$ cat src/mem_rd_pkg.sv
// read path shared definitions
`default_nettype none

package mem_rd_pkg;

  // ==========================================================================
  // request data types
  // ==========================================================================

  localparam int d_type_w = 2;               // width of the d_type field

  typedef enum logic [d_type_w-1:0] {
    dt_stream    = 2'd0,                     // shared stream fifo, packed
    dt_stream_pu = 2'd1,                     // per-pu stream fifo, packed
    dt_buffer    = 2'd2                      // buffer-read fifo, memory width
  } d_type_e;

  // ==========================================================================
  // width helpers
  // ==========================================================================

  // free entries held back before a destination reports almost full;
  // covers the pop-to-push pipeline plus the registered flag delay
  localparam int almost_full_margin = 4;

  // pu id width, never below one bit
  function automatic int pu_id_width(input int num_pu);
    return (num_pu > 1) ? $clog2(num_pu) : 1;
  endfunction

  // narrow words per packed word
  function automatic int pack_ratio(input int in_w, input int out_w);
    return out_w / in_w;
  endfunction

endpackage

`default_nettype wire

$ cat src/sync_fifo.sv
// synchronous fifo
`timescale 1ns/10ps
`default_nettype none

module sync_fifo #(
  parameter int data_w = 32,
  parameter int addr_w = 4
) (
  input  logic              clk,
  input  logic              reset,
  input  logic              push,
  input  logic              pop,
  input  logic [data_w-1:0] data_in,
  output logic [data_w-1:0] data_out,
  output logic              full,
  output logic              empty,
  output logic [addr_w:0]   count
);

  localparam logic [addr_w:0] depth = {1'b1, {addr_w{1'b0}}};

  logic [data_w-1:0] mem [2**addr_w];
  logic [addr_w-1:0] wr_ptr;
  logic [addr_w-1:0] rd_ptr;

  assign full  = (count == depth);
  assign empty = (count == '0);

  // ==========================================================================
  // pointers and occupancy
  // ==========================================================================

  always_ff @(posedge clk) begin
    if (reset) begin
      wr_ptr <= '0;
      rd_ptr <= '0;
      count  <= '0;
    end else begin
      if (push) wr_ptr <= wr_ptr + 1'b1;
      if (pop)  rd_ptr <= rd_ptr + 1'b1;
      case ({push, pop})
        2'b10:   count <= count + 1'b1;
        2'b01:   count <= count - 1'b1;
        default: count <= count;           // both or neither
      endcase
    end
  end

  always_ff @(posedge clk) begin
    if (push) mem[wr_ptr] <= data_in;
  end

  // registered read port, word shows up the cycle after pop
  always_ff @(posedge clk) begin
    if (reset) begin
      data_out <= '0;
    end else if (pop) begin
      data_out <= mem[rd_ptr];
    end
  end

  // ==========================================================================
  // checks
  // ==========================================================================

  a_no_overflow: assert property (@(posedge clk) disable iff (reset)
    push |-> !full)
    else $error("push into full fifo");

  a_no_underflow: assert property (@(posedge clk) disable iff (reset)
    pop |-> !empty)
    else $error("pop from empty fifo");

endmodule

`default_nettype wire

$ cat src/data_packer.sv
// narrow to wide word packer
`timescale 1ns/10ps
`default_nettype none

module data_packer
  import mem_rd_pkg::*;
#(
  parameter int in_w  = 32,
  parameter int out_w = 64
) (
  input  logic             clk,
  input  logic             reset,
  input  logic             in_push,
  input  logic [in_w-1:0]  in_data,
  output logic             out_push,
  output logic [out_w-1:0] out_data
);

  localparam int ratio = pack_ratio(in_w, out_w);
  localparam int cnt_w = (ratio > 1) ? $clog2(ratio) : 1;

  logic [cnt_w-1:0] word_cnt;                // slot for the next narrow word
  logic [out_w-1:0] partial;                 // words gathered so far
  logic             last_word;

  assign last_word = (word_cnt == cnt_w'(ratio - 1));
  assign out_push  = in_push && last_word;   // same cycle as closing word

  // top slot comes straight from the input
  always_comb begin
    out_data = partial;
    out_data[out_w-in_w +: in_w] = in_data;
  end

  always_ff @(posedge clk) begin
    if (reset) begin
      word_cnt <= '0;
    end else if (in_push) begin
      word_cnt <= last_word ? '0 : word_cnt + 1'b1;
    end
  end

  // first word lands in the low bits
  always_ff @(posedge clk) begin
    if (in_push) partial[word_cnt*in_w +: in_w] <= in_data;
  end

  a_ratio_whole: assert property (@(posedge clk) disable iff (reset)
    (out_w % in_w) == 0)
    else $error("packer output width is not a multiple of input width");

endmodule

`default_nettype wire

$ cat src/read_router.sv
// read beat router
`timescale 1ns/10ps
`default_nettype none

module read_router
  import mem_rd_pkg::*;
#(
  parameter int num_pu     = 2,
  parameter int mem_data_w = 32,
  parameter int tx_size_w  = 8,
  parameter int req_addr_w = 3
) (
  input  logic                              clk,
  input  logic                              reset,
  input  logic                              rd_req,
  input  logic [tx_size_w-1:0]              rd_req_size,
  input  d_type_e                           rd_req_d_type,
  input  logic [pu_id_width(num_pu)-1:0]    rd_req_pu_id,
  output logic                              read_info_full,
  input  logic                              inbuf_empty,
  input  logic [mem_data_w-1:0]             inbuf_data,
  output logic                              inbuf_pop,
  input  logic                              stream_almost_full,
  input  logic [num_pu-1:0]                 stream_pu_almost_full,
  input  logic                              buffer_almost_full,
  output logic                              stream_push,
  output logic [num_pu-1:0]                 stream_pu_push,
  output logic                              buffer_push,
  output logic [mem_data_w-1:0]             beat_data,
  output logic                              beat_last,
  output logic [pu_id_width(num_pu)-1:0]    beat_pu_id
);

  localparam int pu_w  = pu_id_width(num_pu);
  localparam int req_w = pu_w + d_type_w + tx_size_w;

  logic [req_w-1:0]     req_q_data;
  logic                 req_q_empty;
  logic                 req_q_pop;
  logic                 head_valid;          // req_q_data holds the live request
  logic [tx_size_w-1:0] head_size;
  d_type_e              head_type;
  logic [pu_w-1:0]      head_pu;
  logic [tx_size_w-1:0] beat_cnt;
  logic                 dest_ready;
  logic                 retire;

  // ==========================================================================
  // request queue
  // ==========================================================================

  sync_fifo #(
    .data_w (req_w),
    .addr_w (req_addr_w)
  ) i_req_q (
    .clk      (clk),
    .reset    (reset),
    .push     (rd_req),
    .pop      (req_q_pop),
    .data_in  ({rd_req_pu_id, rd_req_d_type, rd_req_size}),
    .data_out (req_q_data),
    .full     (read_info_full),
    .empty    (req_q_empty),
    .count    ()
  );

  assign head_size = req_q_data[tx_size_w-1:0];
  assign head_type = d_type_e'(req_q_data[tx_size_w +: d_type_w]);
  assign head_pu   = req_q_data[tx_size_w+d_type_w +: pu_w];

  assign retire    = inbuf_pop && (beat_cnt == head_size - 1'b1);
  assign req_q_pop = !req_q_empty && (!head_valid || retire);  // refill on retire

  always_ff @(posedge clk) begin
    if (reset) begin
      head_valid <= 1'b0;
      beat_cnt   <= '0;
    end else begin
      if (req_q_pop)   head_valid <= 1'b1;
      else if (retire) head_valid <= 1'b0;
      if (retire)         beat_cnt <= '0;
      else if (inbuf_pop) beat_cnt <= beat_cnt + 1'b1;
    end
  end

  // ==========================================================================
  // routing
  // ==========================================================================

  always_comb begin
    case (head_type)
      dt_stream:    dest_ready = !stream_almost_full;
      dt_stream_pu: dest_ready = !stream_pu_almost_full[head_pu];
      dt_buffer:    dest_ready = !buffer_almost_full;
      default:      dest_ready = 1'b0;
    endcase
  end

  assign inbuf_pop = head_valid && !inbuf_empty && dest_ready;
  assign beat_data = inbuf_data;             // valid with the push strobes

  always_ff @(posedge clk) begin
    if (reset) begin
      stream_push    <= 1'b0;
      stream_pu_push <= '0;
      buffer_push    <= 1'b0;
      beat_last      <= 1'b0;
    end else begin
      stream_push <= inbuf_pop && (head_type == dt_stream);
      buffer_push <= inbuf_pop && (head_type == dt_buffer);
      beat_last   <= retire;
      for (int i = 0; i < num_pu; i++) begin
        stream_pu_push[i] <= inbuf_pop && (head_type == dt_stream_pu) &&
                             (head_pu == pu_w'(i));
      end
    end
  end

  always_ff @(posedge clk) begin
    if (inbuf_pop) beat_pu_id <= head_pu;    // head may change after retire
  end

  // beats never run past the size of the head request
  a_beat_in_range: assert property (@(posedge clk) disable iff (reset)
    inbuf_pop |-> (beat_cnt < head_size))
    else $error("beat popped beyond the size of the head request");

  a_one_push: assert property (@(posedge clk) disable iff (reset)
    $onehot0({stream_push, stream_pu_push, buffer_push}))
    else $error("more than one destination pushed");

endmodule

`default_nettype wire

$ cat src/read_data_top.sv
// read data distribution top
`timescale 1ns/10ps
`default_nettype none

module read_data_top
  import mem_rd_pkg::*;
#(
  parameter int num_pu       = 2,
  parameter int mem_data_w   = 32,
  parameter int pu_data_w    = 64,
  parameter int tx_size_w    = 8,
  parameter int inbuf_addr_w = 4,
  parameter int dest_addr_w  = 4,
  parameter int req_addr_w   = 3
) (
  input  logic                           clk,
  input  logic                           reset,
  input  logic                           rd_req,
  input  logic [tx_size_w-1:0]           rd_req_size,
  input  d_type_e                        rd_req_d_type,
  input  logic [pu_id_width(num_pu)-1:0] rd_req_pu_id,
  output logic                           read_info_full,
  input  logic                           resp_valid,
  input  logic [mem_data_w-1:0]          resp_data,
  output logic                           inbuf_full,
  input  logic                           stream_fifo_pop,
  output logic                           stream_fifo_empty,
  output logic [pu_data_w-1:0]           stream_fifo_data,
  input  logic [num_pu-1:0]              stream_pu_pop,
  output logic [num_pu-1:0]              stream_pu_empty,
  output logic [num_pu*pu_data_w-1:0]    stream_pu_data,
  input  logic                           buffer_read_pop,
  output logic                           buffer_read_empty,
  output logic [mem_data_w-1:0]          buffer_read_data,
  output logic                           buffer_read_last,
  output logic [pu_id_width(num_pu)-1:0] buffer_pu_id
);

  localparam int pu_w  = pu_id_width(num_pu);
  localparam int buf_w = pu_w + 1 + mem_data_w;
  localparam logic [dest_addr_w:0] af_level =
    (dest_addr_w+1)'((1 << dest_addr_w) - almost_full_margin);

  logic                  inbuf_empty, inbuf_pop;
  logic [mem_data_w-1:0] inbuf_data;
  logic                  stream_push, buffer_push, beat_last;
  logic [num_pu-1:0]     stream_pu_push;
  logic [mem_data_w-1:0] beat_data;
  logic [pu_w-1:0]       beat_pu_id;
  logic                  stream_almost_full, buffer_almost_full;
  logic [num_pu-1:0]     stream_pu_almost_full;
  logic                  stream_pk_push;
  logic [pu_data_w-1:0]  stream_pk_data;
  logic [dest_addr_w:0]  stream_count, buffer_count;
  logic [buf_w-1:0]      buffer_q_data;

  // ==========================================================================
  // input buffer and router
  // ==========================================================================

  sync_fifo #(.data_w(mem_data_w), .addr_w(inbuf_addr_w)) i_inbuf (
    .clk(clk), .reset(reset), .push(resp_valid), .pop(inbuf_pop),
    .data_in(resp_data), .data_out(inbuf_data), .full(inbuf_full),
    .empty(inbuf_empty), .count()
  );

  read_router #(
    .num_pu(num_pu), .mem_data_w(mem_data_w),
    .tx_size_w(tx_size_w), .req_addr_w(req_addr_w)
  ) i_read_router (
    .clk(clk), .reset(reset), .rd_req(rd_req), .rd_req_size(rd_req_size),
    .rd_req_d_type(rd_req_d_type), .rd_req_pu_id(rd_req_pu_id),
    .read_info_full(read_info_full), .inbuf_empty(inbuf_empty),
    .inbuf_data(inbuf_data), .inbuf_pop(inbuf_pop),
    .stream_almost_full(stream_almost_full),
    .stream_pu_almost_full(stream_pu_almost_full),
    .buffer_almost_full(buffer_almost_full), .stream_push(stream_push),
    .stream_pu_push(stream_pu_push), .buffer_push(buffer_push),
    .beat_data(beat_data), .beat_last(beat_last), .beat_pu_id(beat_pu_id)
  );

  // ==========================================================================
  // shared stream
  // ==========================================================================

  data_packer #(.in_w(mem_data_w), .out_w(pu_data_w)) i_stream_packer (
    .clk(clk), .reset(reset), .in_push(stream_push), .in_data(beat_data),
    .out_push(stream_pk_push), .out_data(stream_pk_data)
  );

  sync_fifo #(.data_w(pu_data_w), .addr_w(dest_addr_w)) i_stream_fifo (
    .clk(clk), .reset(reset), .push(stream_pk_push), .pop(stream_fifo_pop),
    .data_in(stream_pk_data), .data_out(stream_fifo_data), .full(),
    .empty(stream_fifo_empty), .count(stream_count)
  );

  // ==========================================================================
  // per-pu streams
  // ==========================================================================

  for (genvar i = 0; i < num_pu; i++) begin : g_stream_pu
    logic                 pk_push;
    logic [pu_data_w-1:0] pk_data;
    logic [dest_addr_w:0] pu_count;

    data_packer #(.in_w(mem_data_w), .out_w(pu_data_w)) i_packer (
      .clk(clk), .reset(reset), .in_push(stream_pu_push[i]), .in_data(beat_data),
      .out_push(pk_push), .out_data(pk_data)
    );

    sync_fifo #(.data_w(pu_data_w), .addr_w(dest_addr_w)) i_fifo (
      .clk(clk), .reset(reset), .push(pk_push), .pop(stream_pu_pop[i]),
      .data_in(pk_data), .data_out(stream_pu_data[i*pu_data_w +: pu_data_w]),
      .full(), .empty(stream_pu_empty[i]), .count(pu_count)
    );

    always_ff @(posedge clk) begin
      if (reset) stream_pu_almost_full[i] <= 1'b0;
      else       stream_pu_almost_full[i] <= (pu_count >= af_level);
    end
  end

  // ==========================================================================
  // buffer read path
  // ==========================================================================

  sync_fifo #(.data_w(buf_w), .addr_w(dest_addr_w)) i_buffer_fifo (
    .clk(clk), .reset(reset), .push(buffer_push), .pop(buffer_read_pop),
    .data_in({beat_pu_id, beat_last, beat_data}), .data_out(buffer_q_data),
    .full(), .empty(buffer_read_empty), .count(buffer_count)
  );

  assign buffer_read_data = buffer_q_data[mem_data_w-1:0];
  assign buffer_read_last = buffer_q_data[mem_data_w];
  assign buffer_pu_id     = buffer_q_data[mem_data_w+1 +: pu_w];

  // one cycle late, margin absorbs it
  always_ff @(posedge clk) begin
    if (reset) begin
      stream_almost_full <= 1'b0;
      buffer_almost_full <= 1'b0;
    end else begin
      stream_almost_full <= (stream_count >= af_level);
      buffer_almost_full <= (buffer_count >= af_level);
    end
  end

endmodule

`default_nettype wire

$ cat config.mk
export PLATFORM = sky130hd
export DESIGN_NAME = read_data_top
export DESIGN_NICKNAME = d
export VERILOG_FILES = /design/src/mem_rd_pkg.sv /design/src/sync_fifo.sv /design/src/data_packer.sv /design/src/read_router.sv /design/src/read_data_top.sv
export SDC_FILE = /design/constraint.sdc
export NUM_CORES = 2
export LEC_CHECK = 0
export ABC_AREA = 0
export BUFFER_PORTS_ARGS = -buffer_cell sky130_fd_sc_hd__buf_2
export CORE_MARGIN = 2
export CORE_UTILIZATION = 40
export DETAILED_ROUTE_END_ITERATION = 16
export GPL_TIMING_DRIVEN = 0
export SYNTH_ARGS = -nofsm -noshare
export SYNTH_HDL_FRONTEND = slang
export SYNTH_MEMORY_MAX_BITS = 65536
export SYNTH_SLANG_ARGS = --single-unit
$ cat constraint.sdc
create_clock -name clk -period 5.5 [get_ports clk]
set_input_delay 0.55 -clock clk [delete_from_list [all_inputs] [get_ports clk]]
set_output_delay 0.55 -clock clk [all_outputs]
set_load 0.1 [all_outputs]
==> results.py <==
metrics = {
    "min_path": {
        "min_path_type": "input port to flip-flop",
        "hp-start": "reset",
        "hold-path-endpoint": "i_read_router.i_req_q.rd_ptr[0]",
        "worstHoldPathCells": 3,
    },
    "floorplan": {
        "die-width_um": 668,
        "core_area_sq_um": 438000,
        "die_h_um": 668,
        "dieArea_sq_um": 446000,
        "ioPinCount": 283,
        "rows": 243,
        "start_util_pct": 40.2,
    },
    "logic_synthesis": {
        "synth_top_area_share_pct": 73.5,
        "yosysTopAreaCell": "edfxtp_1",
        "syn_inst": 7662,
        "synth_edf_count": 4313,
        "yosysSeqAreaShare_pct": 77.7,
        "syn_area_per_cell_sq_um": 23.0,
        "synth_ff_type": "edfxtp_1",
        "synth_area_sq_um": 176000,
        "synth_nets": 7771,
        "ys_ff_latch": 4678,
        "synthArstFlopShare_pct": 0,
        "yosys-top-cells-area": "edfxtp_1 74%, mux4_2 17%, dfxtp_1 4.1%, mux2i_1 1.4%, nor2_1 0.79%",
        "ys_types": 49,
        "yosys_warnings": 0,
    },
    "worst_setup_path": {
        "reg2reg_to": "i_inbuf.count[4]",
        "cp.arrival_ns": 4.92,
        "reg2reg_from": "i_read_router.i_req_q.data_out[10]",
        "criticalPathCategory": "flip-flop to flip-flop",
        "reg2reg_depth": 15,
        "crit_path_end_kind": "flip-flop",
        "reg2reg_slack_ns": 1.42,
        "critical_path.max_fanout": 11,
        "worstPathRequired_ns": 6.34,
        "worstSetupStartpointType": "flip-flop",
        "cp-startpoint": "i_read_router.i_req_q.data_out[10]",
    },
    "grt": {
        "grt_use_total_pct": 20.1,
        "grt_pass1_wl_mm": 635,
        "antenna_found_initial": 50,
        "grt_pass1_vias": 85452,
        "grt_start_max_net_pins": 68,
        "gr-total-overflow": 0,
    },
    "layout": {
        "layout_commonest_cell": "edfxtp_1",
        "fillCellCount": 35541,
        "fin_nets": 8797,
        "area_delta_synth_final_pct": 17.3,
        "final_layout_size_suffix_gt1_share_pct": 30.4,
        "design_area_sq_um": 207000,
        "layout_common_cells": "4313 x edfxtp_1, 1312 x mux4_2, 460 x clkbuf_16, 401 x buf_2, 340 x clkbuf_1",
    },
    "drt": {
        "viasPerCell": 5.52,
        "wl_mm": 453,
        "drc": 0,
        "drt-pass1-iter-count": 6,
        "ant_nets": 0,
        "wl_per_cell_um": 30.2,
        "vias": 82757,
        "drtIter0Drc": 8995,
    },
    "pwr": {
        "leakagePower_nw": 65.3,
        "powerDensity_nw_per_um2": 399,
        "vdd_drop_max_uv": 331,
    },
    "outcome": {
        "outcome": "complete, no violations",
    },
    "timing": {
        "worst_pin_slew_ns": 1.39,
        "max_freq_mhz": 245,
        "finalCritPeriodShare_pct": 74.3,
        "rsz0062_at_grt": "no",
        "whs_ns": 0.146,
        "slew_headroom_pct": 7.25,
        "setup_viol": 0,
        "skew_ns": 0.0374,
        "fin_crit_ns": 4.08,
        "slew_violations": 0,
        "finalHoldViolations": 0,
    },
    "placement": {
        "dp_hpwl_mm": 298,
        "gp_congestion": 0.766,
        "port_buffers": 280,
        "dpl_cell_area_sq_um": 191000,
    },
    "cts": {
        "post_cts_buffers": 0,
        "numCtsBuffers": 449,
        "cts-resized-gates": 0,
        "clk_pin_slew_ns": 0.06,
        "cts.sinks": 4678,
        "clock_latency_ns": 0.99,
        "cts_tree": "yes",
        "cts-htree-levels": 5,
        "cts_root_buffer": "clkbuf_16",
        "cts.path.max_buffers": 4,
    },
    "flow_run": {
        "cap_violations": 0,
    },
}
[power breakdown]
group / leakage [nW] / internal [W] / switching [W]
Sequential: 42.3 / 0.0410 / 0.00122
Clock: 7.30 / 0.0180 / 0.0131
Combinational: 15.7 / 0.00302 / 0.00596
Total: 65.3 / 0.0621 / 0.0203
[worst max-delay path: stages (launching register included)]
cell and delay [ns]:
dfxtp_1 0.45, mux2_1 0.35, o21ai_1 0.12, o2111ai_1 0.18, buf_2 0.28, inv_2 0.12
clkbuf_1 0.65, ha_1 0.38, inv_1 0.11, fa_1 0.39, nor2b_1 0.17, o21ai_0 0.15
and3_1 0.21, nor3_1 0.19, xnor2_1 0.15, nor2_1 0.05
[cells in the mapped netlist, types with 7 or more instances]
cell      instances
xnor2_1          29
buf_2           121
a211oi_1         12
dfxtp_1         365
buf_1            51
nand2b_1         12
clkbuf_1        226
a21o_1            8
xor2_1           40
mux4_2         1312
nand4_1          12
inv_1            39
mux2i_1         245
edfxtp_1       4313
nor3_1           26
buf_4            12
a31oi_1          14
nor2_1          372
o21ai_0           7
and2_1           37
ha_1             52
nor2b_1         110
nand2_1         112
a21oi_1          75
[logic make-up after synthesis]
| family | after synthesis | synth area share (%) |
|---|---|---|
| AO/OA/AOI/OAI | 134 | 0.461 |
| XOR/XNOR | 69 | 0.343 |
| adder cells (fa/ha/maj) | 58 | 0.437 |
| buffers and inverters | 451 | 1.08 |
| flip-flops | 4678 | 77.7 |
| multiplexers | 1559 | 18.2 |
| AND/OR/NAND/NOR | 713 | 1.85 |
[metal layers]
metal | up-vias | track usage [%] | share of wire [%]
met5 | - | 0 | 0.037
met4 | 28 | 6.69 | 3.7
met3 | 630 | 3.22 | 6.9
met2 | 3128 | 34.4 | 51
met1 | 44796 | 26.1 | 39
li1 | 34175 | - | -
[sequential cells by signal (all words and copies together) (netlist names), 8 cells and up]
signal	count
i_read_router.beat_cnt	8
i_buffer_fifo.data_out	34
i_inbuf.mem	512
g_stream_pu.i_fifo.wr_ptr	8
i_stream_fifo.mem	1024
i_stream_fifo.data_out	64
g_stream_pu.i_fifo.data_out	128
i_read_router.i_req_q.mem	88
g_stream_pu.i_fifo.count	10
g_stream_pu.i_fifo.mem	2048
i_inbuf.data_out	32
g_stream_pu.i_fifo.rd_ptr	8
i_read_router.i_req_q.data_out	11
g_stream_pu.i_packer.partial	64
i_buffer_fifo.mem	544
i_stream_packer.partial	32
[metrics by stage]
step                      util (%)  power, W  setup slack [ns]  cells  setup TNS, ns
after floorplan                  -    0.0478              1.33   7662              0
after global placement        42.2    0.0515             -3.06  13822       -7504.50
after detailed placement      43.6    0.0521              1.48  14072              0
after CTS                     47.1    0.0830              1.45  14967              0
after global routing          47.1    0.0847              1.11  14976              0
final                         47.1    0.0824              1.42  14985              0
[timing repair]
action                                  in CTS  in global routing
hold buffers                                45                  0
endpoints found under the hold margin      605                  0
endpoints found under the setup margin       0                  0
[worst max path at each step]
stage / to / slack, ns / depth (start not counted)
global route: i_inbuf.count[4] / 1.11 / 15
CTS: i_inbuf.count[4] / 1.45 / 15
detailed placement: i_inbuf.count[4] / 1.48 / 15
finish: i_inbuf.count[4] / 1.42 / 15
global placement: i_stream_fifo.mem[15][23] / -3.06 / 4
floorplan: g_stream_pu[0].i_fifo.mem[7][0] / 1.33 / 4
[cell type report]
class	instances	area [sq um]	share of cell area, %
buffer	411	1750	0.849
clock inverter	226	2360	1.14
sequential	4678	137000	66.3
clock buffer	624	12600	6.08
multi-input combinational	2533	38000	18.4
tap	5880	7360	3.56
inverter	40	150	0.0727
timing repair buffer	575	7480	3.62
antenna	18	45.0	0.0218
Power figures use the tool's default switching activity.
